[config.mk]
export PLATFORM = sky130hd
export DESIGN_NAME = racing_game_top
export DESIGN_NICKNAME = d
export VERILOG_FILES = /design/src/video_pkg.sv /design/src/game_pkg.sv /design/src/video_timing_if.sv /design/src/hvsync_generator.sv /design/src/car_bitmap.sv /design/src/sprite_renderer.sv /design/src/game_state.sv /design/src/pixel_compositor.sv /design/src/racing_game_top.sv
export VERILOG_INCLUDE_DIRS = /design/src /design/src/src
export SDC_FILE = /design/constraint.sdc
export NUM_CORES = 1
export LEC_CHECK = 0
export BUFFER_PORTS_ARGS = -buffer_cell sky130_fd_sc_hd__buf_2
export CORE_AREA = 2 2 97 137
export CTS_BUF_LIST = sky130_fd_sc_hd__clkbuf_4
export DETAILED_ROUTE_END_ITERATION = 8
export DIE_AREA = 0 0 99 139
export PLACE_DENSITY = 0.87
export SLEW_MARGIN = 20
export SYNTH_ARGS = -nofsm -noshare
export SYNTH_HDL_FRONTEND = slang
export SYNTH_SLANG_ARGS = --single-unit
[constraint.sdc]
create_clock -name clk100hz -period 6.87 [get_ports clk100hz]
set_input_delay 0.687 -clock clk100hz [delete_from_list [all_inputs] [get_ports clk100hz]]
set_output_delay 0.687 -clock clk100hz [all_outputs]
set_load 0.01 [all_outputs]
[src/racing_cfg.svh]
`ifndef RACING_CFG_SVH
`define RACING_CFG_SVH

// visible area
`define RG_H_DISPLAY 640
`define RG_V_DISPLAY 480

// horizontal blanking, in pixels
`define RG_H_FRONT 16
`define RG_H_SYNC 96
`define RG_H_BACK 48

// vertical blanking, in lines
`define RG_V_FRONT 10
`define RG_V_SYNC 2
`define RG_V_BACK 33

`define RG_H_TOTAL (`RG_H_DISPLAY + `RG_H_FRONT + `RG_H_SYNC + `RG_H_BACK)
`define RG_V_TOTAL (`RG_V_DISPLAY + `RG_V_FRONT + `RG_V_SYNC + `RG_V_BACK)

// sprites and game start values
`define RG_SPRITE_SIZE 16
`define RG_ENEMY_MARGIN 64
`define RG_PLAYER_Y 180
`define RG_JOY_X0 320
`define RG_JOY_Y0 240
`define RG_ENEMY_X0 320
`define RG_ENEMY_Y0 60
`define RG_START_SPEED 31
`define RG_CRASH_SPEED 16

`endif

[src/video_pkg.sv]
`default_nettype none

package video_pkg;

	// raster coordinate, wide enough for 800 pixels and 525 lines
	typedef logic [9:0] coord_t;

	// pixel colour, bit order is b, g, r
	typedef enum logic [2:0]
	{
		RGB_BLACK   = 3'b000,
		RGB_RED     = 3'b001,
		RGB_GREEN   = 3'b010,
		RGB_YELLOW  = 3'b011,
		RGB_BLUE    = 3'b100,
		RGB_MAGENTA = 3'b101,
		RGB_CYAN    = 3'b110,
		RGB_WHITE   = 3'b111
	} rgb_t;

endpackage

`default_nettype wire

[src/game_pkg.sv]
`default_nettype none

package game_pkg;

	// sprite top-left corner on screen
	typedef struct packed
	{
		logic [8:0] x;
		logic [8:0] y;
	} car_pos_t;

	// only the top nibble of speed moves the track
	typedef logic [7:0] speed_t;

	// distance travelled along the track
	typedef logic [15:0] track_pos_t;

	typedef enum logic
	{
		DIR_LEFT  = 1'b0,
		DIR_RIGHT = 1'b1
	} enemy_dir_t;

endpackage

`default_nettype wire

[src/video_timing_if.sv]
`timescale 1ns/1ps
`default_nettype none

interface video_timing_if;
	import video_pkg::*;

	coord_t hpos;
	coord_t vpos;
	logic   display_on;
	// both syncs are active high
	logic   hsync;
	logic   vsync;
	// one cycle at the first pixel of vertical blanking
	logic   frame_start;

	modport source
	(
		output hpos, vpos, display_on, hsync, vsync, frame_start
	);

	modport sink
	(
		input hpos, vpos, display_on, hsync, vsync, frame_start
	);

endinterface

`default_nettype wire

[src/hvsync_generator.sv]
`timescale 1ns/1ps
`default_nettype none

`include "racing_cfg.svh"

module hvsync_generator
(
	input  logic           clk100hz,
	input  logic           rst_n,
	video_timing_if.source vt
);
	import video_pkg::*;

	localparam coord_t H_LAST       = coord_t'(`RG_H_TOTAL - 1);
	localparam coord_t V_LAST       = coord_t'(`RG_V_TOTAL - 1);
	localparam coord_t H_SYNC_START = coord_t'(`RG_H_DISPLAY + `RG_H_FRONT);
	localparam coord_t H_SYNC_END   = coord_t'(`RG_H_DISPLAY + `RG_H_FRONT + `RG_H_SYNC);
	localparam coord_t V_SYNC_START = coord_t'(`RG_V_DISPLAY + `RG_V_FRONT);
	localparam coord_t V_SYNC_END   = coord_t'(`RG_V_DISPLAY + `RG_V_FRONT + `RG_V_SYNC);

	coord_t h_next;
	coord_t v_next;

	// next raster position, line wraps first and then the frame
	always_comb
	begin
		h_next = vt.hpos + 10'd1;
		v_next = vt.vpos;
		if (vt.hpos == H_LAST)
		begin
			h_next = '0;
			if (vt.vpos == V_LAST)
				v_next = '0;
			else
				v_next = vt.vpos + 10'd1;
		end
	end

	// syncs are decoded from the next position so they line up with hpos/vpos
	always_ff @(posedge clk100hz or negedge rst_n)
	begin
		if (!rst_n)
		begin
			vt.hpos  <= '0;
			vt.vpos  <= '0;
			vt.hsync <= 1'b0;
			vt.vsync <= 1'b0;
		end
		else
		begin
			vt.hpos  <= h_next;
			vt.vpos  <= v_next;
			vt.hsync <= (h_next >= H_SYNC_START) && (h_next < H_SYNC_END);
			vt.vsync <= (v_next >= V_SYNC_START) && (v_next < V_SYNC_END);
		end
	end

	assign vt.display_on  = (vt.hpos < coord_t'(`RG_H_DISPLAY)) &&
	                        (vt.vpos < coord_t'(`RG_V_DISPLAY));
	assign vt.frame_start = (vt.vpos == coord_t'(`RG_V_DISPLAY)) && (vt.hpos == '0);

	a_raster_in_range: assert property (@(posedge clk100hz) disable iff (!rst_n)
		(vt.hpos <= H_LAST) && (vt.vpos <= V_LAST))
		else $error("raster position outside the frame");

endmodule

`default_nettype wire

[src/car_bitmap.sv]
`timescale 1ns/1ps
`default_nettype none

module car_bitmap
(
	input  logic [3:0] yofs,
	output logic [7:0] bits
);

	// left half of the car, msb is the outer edge and lsb sits at the centre line
	always_comb
	begin
		case (yofs)
			4'h0: bits = 8'b0000_0000;
			4'h1: bits = 8'b0000_0111;
			4'h2: bits = 8'b0000_1111;
			// front wheels
			4'h3: bits = 8'b1100_1111;
			4'h4: bits = 8'b1101_1111;
			4'h5: bits = 8'b1100_1111;
			// windshield
			4'h6: bits = 8'b0001_1000;
			4'h7: bits = 8'b0001_1000;
			4'h8: bits = 8'b0001_1111;
			4'h9: bits = 8'b0001_1111;
			4'ha: bits = 8'b0001_1111;
			// rear wheels
			4'hb: bits = 8'b1101_1111;
			4'hc: bits = 8'b1101_1111;
			4'hd: bits = 8'b1100_1111;
			4'he: bits = 8'b0011_1111;
			default: bits = 8'b0000_0000;
		endcase
	end

endmodule

`default_nettype wire

[src/sprite_renderer.sv]
`timescale 1ns/1ps
`default_nettype none

`include "racing_cfg.svh"

module sprite_renderer
(
	input  logic         clk100hz,
	input  logic         rst_n,
	video_timing_if.sink vt,
	input  logic         vstart,
	input  logic         hstart,
	input  logic         load,
	input  logic [7:0]   rom_bits,
	output logic [3:0]   rom_addr,
	output logic         gfx,
	output logic         in_progress
);

	localparam logic [3:0] LAST_ROW = 4'(`RG_SPRITE_SIZE - 1);

	typedef enum logic [2:0]
	{
		S_WAIT_VSTART,
		S_WAIT_LOAD,
		S_FETCH,
		S_WAIT_HSTART,
		S_DRAW_LEFT,
		S_DRAW_RIGHT,
		S_NEXT_ROW
	} state_t;

	state_t     state;
	logic [3:0] ycount;
	logic [2:0] xcount;
	logic [7:0] row_bits;

	// a sprite only starts on a visible line and is cut off at vblank
	always_ff @(posedge clk100hz or negedge rst_n)
	begin
		if (!rst_n)
		begin
			state  <= S_WAIT_VSTART;
			ycount <= '0;
			xcount <= '0;
		end
		else if (vt.frame_start)
			state <= S_WAIT_VSTART;
		else
		begin
			case (state)
				S_WAIT_VSTART:
					if (vstart && vt.display_on)
					begin
						ycount <= '0;
						state  <= S_WAIT_LOAD;
					end
				S_WAIT_LOAD:
					if (load)
						state <= S_FETCH;
				// rom answers in this cycle while load still holds the mux
				S_FETCH:
					state <= S_WAIT_HSTART;
				S_WAIT_HSTART:
					if (hstart)
					begin
						xcount <= '0;
						state  <= S_DRAW_LEFT;
					end
				S_DRAW_LEFT:
				begin
					xcount <= xcount + 3'd1;
					if (xcount == 3'd7)
						state <= S_DRAW_RIGHT;
				end
				S_DRAW_RIGHT:
				begin
					xcount <= xcount + 3'd1;
					if (xcount == 3'd7)
						state <= S_NEXT_ROW;
				end
				S_NEXT_ROW:
				begin
					ycount <= ycount + 4'd1;
					state  <= (ycount == LAST_ROW) ? S_WAIT_VSTART : S_WAIT_LOAD;
				end
				default:
					state <= S_WAIT_VSTART;
			endcase
		end
	end

	always_ff @(posedge clk100hz)
	begin
		if (state == S_FETCH)
			row_bits <= rom_bits;
	end

	assign rom_addr = ycount;

	// left half runs msb first, right half is the mirror image
	always_comb
	begin
		case (state)
			S_DRAW_LEFT:  gfx = row_bits[~xcount];
			S_DRAW_RIGHT: gfx = row_bits[xcount];
			default:      gfx = 1'b0;
		endcase
	end

	assign in_progress = (state != S_WAIT_VSTART);

	a_gfx_visible: assert property (@(posedge clk100hz) disable iff (!rst_n)
		gfx |-> vt.display_on)
		else $error("sprite pixel outside the visible area");

endmodule

`default_nettype wire

[src/game_state.sv]
`timescale 1ns/1ps
`default_nettype none

`include "racing_cfg.svh"

module game_state
(
	input  logic                 clk100hz,
	input  logic                 rst_n,
	video_timing_if.sink         vt,
	input  logic                 left,
	input  logic                 right,
	input  logic                 up,
	input  logic                 down,
	input  logic                 player_hit,
	output game_pkg::car_pos_t   player,
	output game_pkg::car_pos_t   enemy,
	output game_pkg::track_pos_t track_pos
);
	import video_pkg::*;
	import game_pkg::*;

	localparam coord_t     JOY_X_MAX   = coord_t'(`RG_H_DISPLAY - `RG_SPRITE_SIZE);
	localparam coord_t     JOY_Y_MAX   = coord_t'(`RG_V_DISPLAY - `RG_SPRITE_SIZE);
	localparam logic [8:0] ENEMY_LEFT  = 9'(`RG_ENEMY_MARGIN);
	localparam coord_t     ENEMY_RIGHT = coord_t'(`RG_H_DISPLAY - `RG_ENEMY_MARGIN);

	coord_t     joy_x;
	coord_t     joy_y;
	coord_t     joy_x_next;
	coord_t     joy_y_next;
	speed_t     speed;
	speed_t     speed_target;
	enemy_dir_t enemy_dir;
	enemy_dir_t enemy_dir_next;
	logic       enemy_hit_edge;
	logic       collision;
	logic [3:0] step;

	// one joystick step per frame, left has the highest priority
	always_comb
	begin
		joy_x_next = joy_x;
		joy_y_next = joy_y;
		if (left && (joy_x != '0))
			joy_x_next = joy_x - 10'd1;
		else if (right && (joy_x != JOY_X_MAX))
			joy_x_next = joy_x + 10'd1;
		else if (up && (joy_y != '0))
			joy_y_next = joy_y - 10'd1;
		else if (down && (joy_y != JOY_Y_MAX))
			joy_y_next = joy_y + 10'd1;
	end

	assign step           = speed[7:4];
	assign speed_target   = ~joy_y_next[7:0];
	assign enemy_hit_edge = (enemy.x == ENEMY_LEFT) || ({1'b0, enemy.x} == ENEMY_RIGHT);
	assign enemy_dir_next = enemy_hit_edge ?
	                        ((enemy_dir == DIR_RIGHT) ? DIR_LEFT : DIR_RIGHT) : enemy_dir;

	always_ff @(posedge clk100hz or negedge rst_n)
	begin
		if (!rst_n)
		begin
			joy_x     <= coord_t'(`RG_JOY_X0);
			joy_y     <= coord_t'(`RG_JOY_Y0);
			player    <= '{x: 9'(`RG_JOY_X0), y: 9'(`RG_PLAYER_Y)};
			enemy     <= '{x: 9'(`RG_ENEMY_X0), y: 9'(`RG_ENEMY_Y0)};
			enemy_dir <= DIR_LEFT;
			speed     <= speed_t'(`RG_START_SPEED);
			track_pos <= '0;
		end
		else if (vt.frame_start)
		begin
			joy_x     <= joy_x_next;
			joy_y     <= joy_y_next;
			player.x  <= joy_x_next[8:0];
			player.y  <= 9'(`RG_PLAYER_Y);
			enemy_dir <= enemy_dir_next;
			enemy.x   <= (enemy_dir_next == DIR_RIGHT) ? enemy.x + 9'd1 : enemy.x - 9'd1;
			enemy.y   <= enemy.y + {5'd0, step};
			track_pos <= track_pos + {12'd0, step};
			// a crash costs speed, otherwise speed creeps towards the stick
			if (collision)
				speed <= speed_t'(`RG_CRASH_SPEED);
			else if (speed < speed_target)
				speed <= speed + 8'd1;
			else if (speed != '0)
				speed <= speed - 8'd1;
		end
	end

	// collision is held from the first hit until the next frame update
	always_ff @(posedge clk100hz or negedge rst_n)
	begin
		if (!rst_n)
			collision <= 1'b0;
		else if (vt.frame_start)
			collision <= 1'b0;
		else if (player_hit)
			collision <= 1'b1;
	end

	a_joy_x_clamped: assert property (@(posedge clk100hz) disable iff (!rst_n)
		joy_x <= JOY_X_MAX)
		else $error("joystick x beyond the right screen edge");

endmodule

`default_nettype wire

[src/pixel_compositor.sv]
`timescale 1ns/1ps
`default_nettype none

`include "racing_cfg.svh"

module pixel_compositor
(
	input  logic                 clk100hz,
	input  logic                 rst_n,
	video_timing_if.sink         vt,
	input  game_pkg::car_pos_t   player,
	input  game_pkg::car_pos_t   enemy,
	input  game_pkg::track_pos_t track_pos,
	input  logic [3:0]           player_rom_addr,
	input  logic [3:0]           enemy_rom_addr,
	input  logic                 player_gfx,
	input  logic                 enemy_gfx,
	output logic [3:0]           car_rom_addr,
	output logic                 player_load,
	output logic                 enemy_load,
	output logic                 player_vstart,
	output logic                 player_hstart,
	output logic                 enemy_vstart,
	output logic                 enemy_hstart,
	output logic                 player_hit,
	output video_pkg::rgb_t      rgb
);
	import video_pkg::*;

	localparam coord_t PLAYER_LOAD_START = coord_t'(`RG_H_DISPLAY);
	localparam coord_t ENEMY_LOAD_START  = coord_t'(`RG_H_DISPLAY + 4);

	logic track_offside;
	logic track_shoulder;
	logic track_gfx;
	logic red;
	logic green;
	logic blue;

	// hblank is split between the two renderers for the shared rom
	assign player_load  = (vt.hpos >= PLAYER_LOAD_START) && (vt.hpos < ENEMY_LOAD_START);
	assign enemy_load   = (vt.hpos >= ENEMY_LOAD_START);
	assign car_rom_addr = player_load ? player_rom_addr : enemy_rom_addr;

	assign player_vstart = ({1'b0, player.y} == vt.vpos);
	assign player_hstart = ({1'b0, player.x} == vt.hpos);
	assign enemy_vstart  = ({1'b0, enemy.y} == vt.vpos);
	assign enemy_hstart  = ({1'b0, enemy.x} == vt.hpos);

	// grass at both sides with dashes that scroll with the track
	assign track_offside  = (vt.hpos[7:5] == 3'd0) || (vt.hpos[7:5] == 3'd7);
	assign track_shoulder = (vt.hpos[7:3] == 5'd3) || (vt.hpos[7:3] == 5'd28);
	assign track_gfx      = (vt.vpos[5:1] != track_pos[5:1]) && track_offside;

	assign player_hit = player_gfx && (enemy_gfx || track_gfx);

	assign red   = vt.display_on && (player_gfx || enemy_gfx || track_shoulder);
	assign green = vt.display_on && (player_gfx || track_gfx);
	assign blue  = vt.display_on && (enemy_gfx || track_shoulder);

	always_ff @(posedge clk100hz or negedge rst_n)
	begin
		if (!rst_n)
			rgb <= RGB_BLACK;
		else
			rgb <= rgb_t'({blue, green, red});
	end

endmodule

`default_nettype wire

[src/racing_game_top.sv]
`timescale 1ns/1ps
`default_nettype none

module racing_game_top
(
	input  logic       clk100hz,
	input  logic       rst_n,
	input  logic       left,
	input  logic       right,
	input  logic       up,
	input  logic       down,
	output logic       hsync,
	output logic       vsync,
	output logic [2:0] rgb
);
	import game_pkg::*;

	car_pos_t   player;
	car_pos_t   enemy;
	track_pos_t track_pos;
	logic [3:0] player_rom_addr;
	logic [3:0] enemy_rom_addr;
	logic [3:0] car_rom_addr;
	logic [7:0] car_rom_bits;
	logic       player_load;
	logic       enemy_load;
	logic       player_vstart;
	logic       player_hstart;
	logic       enemy_vstart;
	logic       enemy_hstart;
	logic       player_gfx;
	logic       enemy_gfx;
	logic       player_hit;

	video_timing_if vt ();

	hvsync_generator u_hvsync_generator
	(
		.clk100hz (clk100hz),
		.rst_n    (rst_n),
		.vt       (vt)
	);

	car_bitmap u_car_bitmap
	(
		.yofs (car_rom_addr),
		.bits (car_rom_bits)
	);

	sprite_renderer u_player_renderer
	(
		.clk100hz    (clk100hz),
		.rst_n       (rst_n),
		.vt          (vt),
		.vstart      (player_vstart),
		.hstart      (player_hstart),
		.load        (player_load),
		.rom_bits    (car_rom_bits),
		.rom_addr    (player_rom_addr),
		.gfx         (player_gfx),
		.in_progress ()
	);

	sprite_renderer u_enemy_renderer
	(
		.clk100hz    (clk100hz),
		.rst_n       (rst_n),
		.vt          (vt),
		.vstart      (enemy_vstart),
		.hstart      (enemy_hstart),
		.load        (enemy_load),
		.rom_bits    (car_rom_bits),
		.rom_addr    (enemy_rom_addr),
		.gfx         (enemy_gfx),
		.in_progress ()
	);

	game_state u_game_state
	(
		.clk100hz   (clk100hz),
		.rst_n      (rst_n),
		.vt         (vt),
		.left       (left),
		.right      (right),
		.up         (up),
		.down       (down),
		.player_hit (player_hit),
		.player     (player),
		.enemy      (enemy),
		.track_pos  (track_pos)
	);

	pixel_compositor u_pixel_compositor
	(
		.clk100hz        (clk100hz),
		.rst_n           (rst_n),
		.vt              (vt),
		.player          (player),
		.enemy           (enemy),
		.track_pos       (track_pos),
		.player_rom_addr (player_rom_addr),
		.enemy_rom_addr  (enemy_rom_addr),
		.player_gfx      (player_gfx),
		.enemy_gfx       (enemy_gfx),
		.car_rom_addr    (car_rom_addr),
		.player_load     (player_load),
		.enemy_load      (enemy_load),
		.player_vstart   (player_vstart),
		.player_hstart   (player_hstart),
		.enemy_vstart    (enemy_vstart),
		.enemy_hstart    (enemy_hstart),
		.player_hit      (player_hit),
		.rgb             (rgb)
	);

	// rgb is one cycle late, so delay the syncs to match
	always_ff @(posedge clk100hz or negedge rst_n)
	begin
		if (!rst_n)
		begin
			hsync <= 1'b0;
			vsync <= 1'b0;
		end
		else
		begin
			hsync <= vt.hsync;
			vsync <= vt.vsync;
		end
	end

endmodule

`default_nettype wire

### Yosys cells after proc, flatten, opt, wreduce, memory -nomap -nowiden

Memory sizes are Yosys's and may differ from the RTL's.
Index checks and enable logic that the tools add are counted.

| operators by class | value |
|---|---|
| add/subtract/negate cells | 16 |
| multiply operators | 0 |
| div/mod/pow operators | 0 |
| $lt $le $gt $ge | 14 |
| equal/unequal tests | 44 |
| shift operators | 0 |
| mux-type cells | 52 |
| bitwise operators | 6 |
| reduce and logical (&&, ||, !) cells | 49 |

Operators with widths:

| cell | number |
|---|---|
| 10-bit two-way mux | 7 |
| 3-bit two-way mux | 14 |
| 3-bit case mux with 7 select lines | 2 |
| 10-bit by 1-bit adder with 10-bit output (second input constant) | 4 |
| 8-bit two-way mux | 5 |
| 9-bit by 10-bit == test with 1-bit output | 3 |
| 10-bit greater-or-equal comparator (second input constant) | 3 |
| 10-bit < comparator (second input constant) | 3 |
| 3-bit == test (second input constant) | 9 |
| 3-bit by 1-bit != test with 1-bit output (second input constant) | 7 |
| 10-bit == test (second input constant) | 2 |
| 10-bit by 9-bit < comparator with 1-bit output (second input constant) | 2 |
| 10-bit nonzero test | 2 |
| 10-bit by 1-bit subtractor with 10-bit output (second input constant) | 2 |
| 16-bit by 4-bit adder with 16-bit output | 1 |
| 1-bit logical AND | 16 |
| 3-bit by 4-bit < comparator with 1-bit output (second input constant) | 4 |
| 4-bit case mux with 2 select lines | 2 |
| 2-bit nonzero test | 7 |
| 1-bit binary-select mux with 3-bit select | 4 |
| 3-bit by 2-bit == test with 1-bit output (second input constant) | 4 |
| 4-bit two-way mux | 3 |
| 3-bit case mux with 2 select lines | 2 |
| 3-bit AND reduction | 4 |
| 37 further kinds | 69 |

| storage, ports and cells | value |
|---|---|
| register bits | 127 |
| latch bits | 0 |
| RAM bits | 0 |
| bits in read-only memories | 128 |
| input port bits | 6 |
| output and inout bits | 5 |
| word-level logic and storage cells | 207 |
| memories | 1 |

Memories:

| memory | depth | bits a word | read ports | clocked after Yosys merged registers in | wr ports | RTL line | text |
|---|---|---|---|---|---|---|---|
| (no name shown) | 16 | 8 | 1 | 0 | 0 | car_bitmap.sv:13 | `case (yofs)` |

### Depth between registers and ports, before layout

| logic depth | value |
|---|---|
| word-level depth | 10 |
| depth in mapped cells | 25 |
| mapped depth without buffers | 23 |

### Hierarchy

Synthesis repeated with hierarchy kept, for this count alone.

| second synthesis, totals | value |
|---|---|
| cell total of the unflattened synthesis | 881 |
| area, all modules | 8685.8 um2 |

Modules (own cells, without submodules):

| module | times used | cells each | area each (um2) | seq. area each (um2) |
|---|---|---|---|---|
| game_state | 1 | 460 | 4461.8 | 1622.8 |
| sprite_renderer | 2 | 83 | 975.9 | 490.5 |
| hvsync_generator | 1 | 156 | 1410.1 | 550.5 |
| pixel_compositor | 1 | 80 | 698.2 | 75.1 |
| car_bitmap | 1 | 17 | 113.9 | 0.0 |
| racing_game_top | 1 | 2 | 50.0 | 50.0 |

### Least setup slack after synthesis

OpenSTA, ideal clock, no wires.

| timing | value |
|---|---|
| kind | register to register |
| start point | register u_game_state.joy_y[1] |
| end point | register u_game_state.speed[7] |
| setup time | 78 ps |
| arrival | 5490 ps |
| data required time | 6792 ps |
| setup slack | 1302 ps |
| stages on the path, launching flop included | 24 |
| path buffers | 1 |
| period minus slack after synthesis | 5568 ps |
| cell sequence | dfrtp_1 clkbuf_1 inv_1 ha_1 or4b_4 o31a_2 nor3_1 nand4_1 a21oi_1 xor2_1 ha_1 a21o_1 a21o_1 a21oi_1 o21ai_0 ha_1 a21o_1 a21oi_1 o21bai_1 a2111oi_0 or4_1 o221ai_1 o41ai_1 o21bai_1 |

| on the way | value |
|---|---|
| longest elaborated chain between the ends | 10 |
| elaborated cells on any way between the ends | 16 |
| classes of those cells | add/sub (2); order compare (1); eq/ne (1); mux (6); bitwise (1); reduce/logical (5) |

RTL lines:

| item | RTL line | text |
|---|---|---|
| start, declared | game_state.sv:29 | `coord_t joy_y;` |
| start signal, assigned | game_state.sv:66 | `` joy_y <= coord_t'(`RG_JOY_Y0); `` |
| start signal, assigned | game_state.sv:76 | `joy_y <= joy_y_next;` |
| parallel branches: the longest is 3 deep, another holds 10-bit by 1-bit adder with 10-bit output | -- |  |
| 10-bit two-way mux (*) | game_state.sv:49 | `else if (up && (joy_y != '0))` |
| 8-bit two-way mux (*) | game_state.sv:47 | `else if (right && (joy_x != JOY_X_MAX))` |
| 8-bit two-way mux (*) | game_state.sv:45 | `if (left && (joy_x != '0))` |
| net u_game_state.joy_y_next[5] | game_state.sv:31 | `coord_t joy_y_next;` |
| 8-bit NOT (*) | game_state.sv:56 | `assign speed_target = ~joy_y_next[7:0];` |
| 8-bit < comparator (*) | game_state.sv:86 | `else if (speed < speed_target)` |
| 3-bit nonzero test (no source line) / 8-bit two-way mux (equally long branches) | -- |  |
| 2-bit AND reduction (no source line) / 8-bit two-way mux (equally long branches) | -- |  |
| end signal, assigned | game_state.sv:85 | `` speed <= speed_t'(`RG_CRASH_SPEED); `` |
| end signal, assigned | game_state.sv:87 | `speed <= speed + 8'd1;` |
| end signal, assigned | game_state.sv:89 | `speed <= speed - 8'd1;` |
| end, declared | game_state.sv:32 | `speed_t speed;` |

Mark *: on every way through the listed nets, which the timed path passes. The select of a mux whose other input is x is not followed.
A chain may end at the register's enable or synchronous reset.

### Worst setup path after layout

Ends and elaborated chain as after synthesis.

==> out/metrics.sh <==
TIMING.CRITICAL_PATH.REQUIRED_NS=7.30
TRACK_USAGE_PCT=23.3
ASYNC_RESET_FF_SHARE_PCT=91.0
WORST-SETUP-PATH-TYPE='flop to flop'
FP.DIEAREA_SQ_UM=13800
CORE_REGION_SQ_UM=12600
FINALMAXSLEWVIOLATIONS=0
MIN_PERIOD_NS=6.31
SYN-MEAN-INSTANCE-AREA_SQ_UM=9.26
CLOCK-ROOT-BUFFER='sky130_fd_sc_hd__clkbuf_4'
DETAIL-ROUTE-ANTENNA-NETS=0
SYNTH.NET_COUNT=861
WORST-SLEW-PIN-TRANSITION_NS=0.806
TRITONCTS.NUM_BUFFERS=9
PORT_BUFFERS=10
HOLD_VIOL=0
NUMBER_OF_MAX_CAP_VIOLATIONS=0
WORST_PATH_MAX_DELAY_CELL='sky130_fd_sc_hd__a2111oi_0'
WIRE_LENGTH_OF_THE_FIRST_GLOBAL_ROUTING_PASS_MICRONS=26100
START_UTIL_PCT=59.0
SYNTH_SEQ_CELLS=111
FINALNETCOUNT=851
SYNTH_SEQUENTIAL_AREA_RATIO_PCT=38.4
FP.DIEW_MICRONS=99
COUNT_OF_FLIP_FLOPS_WITH_A_BUILT_IN_ENABLE_AFTER_SYNTHESIS=10
ROUTED-VIA-COUNT=5749
POST_SYNTH_INST_COUNT=801
LARGEST_DRIVER_FANOUT_ON_THE_CRITICAL_PATH=9
GLOBAL_ROUTE.OVERFLOW_TOTAL=0
GPL.FINAL_WEIGHTED_CONGESTION=0.902
COMMONEST_NON_FILL_NON_TAP_CELLS_IN_THE_LAYOUT='sky130_fd_sc_hd__nand2_1, sky130_fd_sc_hd__dfrtp_1, sky130_fd_sc_hd__nor2_1, sky130_fd_sc_hd__o21ai_0'
CRITICAL_PATH.MAX_STAGE_DELAY_NS=0.70
CRITICAL_PATH.CELL_CHAIN='inv_1, ha_1, or4b_4, o31a_2, nor3_1, nand4_1, a21oi_1, xor2_1, ha_1, a21o_1, a21o_1, a21oi_1, o21ai_0, ha_1, a21o_1, a21oi_1, o21bai_1, a2111oi_0, or4_1, o221ai_1, o41ai_1, o21bai_1'
DETAIL_ROUTE.DRC_VIOLATIONS=0
GRT_ANTENNA_BEFORE_REPAIR=1
SETUP-VIOLATIONS-FINAL=0
POST_DRT_WL_PER_CELL_MICRONS=16.3
CLKTRANSATPATHREGS_NS=0.18
DRT-INITIAL-DRC-COUNT=439
MEAN_NUMBER_OF_VIAS_PER_CELL=6.05
SYNTH_TOP_CELL_AREA_SHARE_PCT=28.3
HTREE_NUM_LEVELS=3
POST-CTS-SETUP-BUFFERS=0
WORST_ENDPOINT_DATA_ARRIVAL_TIME_NS=6.74
TRITONCTS='yes'
CP_TOP_FAMILY='compound AO/OA/AOI/OAI gates'
CTS_HOLD_BUF=0
LAYOUT-DRIVE-GT1-SHARE_PCT=9.30
DPL.HPWL_MICRONS=11600
FINAL_SUM_OF_NEGATIVE_SETUP_SLACK_NS=0
FINAL_COMMON_CELL='sky130_fd_sc_hd__nand2_1'
TIMING.CLOCK.SKEW_NS=0.0190
FP-ROW-COUNT=49
GRT_START_MAX_NET_PINS=56
GRT_PASS1_VIAS=5506
SYNTH.LARGEST_AREA_CELL='sky130_fd_sc_hd__dfrtp_1'
CLKLATENCYLATEPIN_NS=0.49
POST_CTS.RESIZED_INSTANCES=0
PEAKVDDDROP_mV=0.0879
DESIGN.PORTCOUNT=11
CRIT_PATH_START_KIND='flop'
FMAX_MHz=158
ELEMENT_TYPE_AT_THE_CRITICAL_PATH_END='flop'
TIMING.MAX_SLEW.REL_SLACK_PCT=45.6
DRT_WL_TOTAL_MICRONS=15500
SYNTH-WARNING-COUNT=0
CP_BUF_INV_COUNT=1
DIEHEIGHT_MICRONS=139
SYNTH_AREA_LEADERS='sky130_fd_sc_hd__dfrtp_1, sky130_fd_sc_hd__ha_1, sky130_fd_sc_hd__dfstp_2'
CELLPOWERDENSITY_nW_PER_UM2=129
AREAGROWTHSYNTHTOFINISH_PCT=3.54
RUN_STATUS='complete, no violations'
POST_SYNTH_NUM_CELL_TYPES=62
REPORT.POWER.TOTAL_mW=0.993
MAX-CLOCK-PATH-BUFFERS=2
FILLCELLCOUNT=1022
CLOCK-SINKS=111
LAYOUT_WORST_PATH_CYCLE_SHARE_PCT=91.9
MIN_PATH_TYPE='primary input to async pin'
DR.PASS1.ITERS=5
GRT_SETUP_UNREPAIRED='false'
MAPPEDNETLISTAREA_SQ_UM=7420
STATIC-LEAKAGE-POWER_nW=3.51
SYNTH_TOP_FLOP_CELL='sky130_fd_sc_hd__dfrtp_1'
synth_stat cells (9+ instances only):
library cell / number
sky130_fd_sc_hd__nor2_1: 57
sky130_fd_sc_hd__a21o_1: 13
sky130_fd_sc_hd__xnor2_1: 49
sky130_fd_sc_hd__inv_1: 42
sky130_fd_sc_hd__edfxtp_1: 10
sky130_fd_sc_hd__dfstp_2: 17
sky130_fd_sc_hd__nand3_1: 16
sky130_fd_sc_hd__nand2_1: 93
sky130_fd_sc_hd__o21ai_0: 52
sky130_fd_sc_hd__xor2_1: 43
sky130_fd_sc_hd__mux2i_1: 16
sky130_fd_sc_hd__nor3_1: 25
sky130_fd_sc_hd__o31ai_1: 9
sky130_fd_sc_hd__clkbuf_1: 32
sky130_fd_sc_hd__ha_1: 49
sky130_fd_sc_hd__a21oi_1: 39
sky130_fd_sc_hd__nand4_1: 17
sky130_fd_sc_hd__dfrtp_1: 84
sky130_fd_sc_hd__or3_1: 9
stage by stage:
step / instances / setup WS [ns] / hold slack, ns / instance area [sq um] / utilization (%)
5_1_grt: 950 / 0.124 / 0.204 / 7680 / 61.1
6_report: 950 / 0.560 / 0.172 / 7680 / 61.1
3_5_place_dp: 933 / 0.665 / 0.340 / 7560 / 60.1
2_1_floorplan: 801 / 1.30 / 0.331 / 7420 / -
3_3_place_gp: 933 / 0.975 / 0.335 / 7560 / 60.1
4_1_cts: 949 / 0.630 / 0.197 / 7680 / 61.1
cell type report:
cell class	instances	area, sq um	share of cell area (%)
diodes	1	2.50	0.0326
flip-flops and latches	111	2850	37.1
inverters	42	158	2.05
multi-input cells	612	4270	55.6
well taps	153	191	2.49
repair buffers	15	90.1	1.17
clock buffers	10	75.1	0.977
clock inverters	6	45.0	0.586
logic make-up after synthesis:
logic type	after synthesis	share of synthesized area, %
AO/OA/AOI/OAI	160	13.9
XOR/XNOR	92	10.9
adder cells (fa/ha/maj)	54	9.61
buffers and inverters	78	4.10
flip-flops	111	38.4
multiplexers	28	4.59
AND/OR/NAND/NOR	278	18.5
flip-flops by register name (all words and copies together) (netlist names), 5 cells and up:
register,count
u_player_renderer.row_bits,5
u_game_state.joy_x,10
u_game_state.joy_y,10
u_game_state.track_pos,6
u_hvsync_generator.vt.vpos,10
u_hvsync_generator.vt.hpos,10
u_game_state.enemy,18
u_enemy_renderer.row_bits,5
u_game_state.speed,8
per-layer routing:
layer  wire length [microns]  vias up  GRT usage [%]
met2                    7970      125           40.3
met5                       0        -              0
li1                        -     2796              -
met3                     477       36           3.48
met1                    6580     2792           28.6
met4                     502        0           10.1
path summary, 6_finish.rpt:
| kind | startpoint | endpoint | slack [ns] | cells after the start |
|---|---|---|---|---|
| setup / recovery | u_game_state.joy_y[1]$_DFFE_PN0P_ | u_game_state.speed[7]$_DFFE_PN0P_ | 0.56 | 22 |
| hold / removal | rst_n | u_game_state.enemy[14]$_DFFE_PN0P_ | 0.17 | 1 |
| setup reg to reg | u_game_state.joy_y[1]$_DFFE_PN0P_ | u_game_state.speed[7]$_DFFE_PN0P_ | 0.56 | 22 |
| hold reg to reg | u_hvsync_generator.vt.vsync$_DFF_PN0_ | vsync$_DFF_PN0_ | 0.38 | 0 |
| max in group asynchronous | rst_n | u_game_state.enemy[0]$_DFFE_PN0P_ | 5.58 | 2 |
| min in group clk100hz | u_hvsync_generator.vt.vsync$_DFF_PN0_ | vsync$_DFF_PN0_ | 0.38 | 0 |
worst register-to-register path, stage by stage (launching register included):
cell and delay [ns]:
sky130_fd_sc_hd__dfrtp_1 0.51, sky130_fd_sc_hd__inv_1 0.16, sky130_fd_sc_hd__ha_1 0.15, sky130_fd_sc_hd__or4b_4 0.47, sky130_fd_sc_hd__o31a_2 0.42, sky130_fd_sc_hd__nor3_1 0.31
sky130_fd_sc_hd__nand4_1 0.14, sky130_fd_sc_hd__a21oi_1 0.23, sky130_fd_sc_hd__xor2_1 0.19, sky130_fd_sc_hd__ha_1 0.27, sky130_fd_sc_hd__a21o_1 0.18, sky130_fd_sc_hd__a21o_1 0.18
sky130_fd_sc_hd__a21oi_1 0.27, sky130_fd_sc_hd__o21ai_0 0.36, sky130_fd_sc_hd__ha_1 0.40, sky130_fd_sc_hd__a21o_1 0.18, sky130_fd_sc_hd__a21oi_1 0.21, sky130_fd_sc_hd__o21bai_1 0.10
sky130_fd_sc_hd__a2111oi_0 0.70, sky130_fd_sc_hd__or4_1 0.21, sky130_fd_sc_hd__o221ai_1 0.13, sky130_fd_sc_hd__o41ai_1 0.33, sky130_fd_sc_hd__o21bai_1 0.15
where the power goes:
group / total, mW / switching [mW] / internal [mW]
clock network: 0.308 / 0.227 / 0.0814
logic: 0.0237 / 0.0182 / 0.00554
registers: 0.661 / 0 / 0.661
total: 0.993 / 0.245 / 0.748
(Power assumes the default switching activity.)
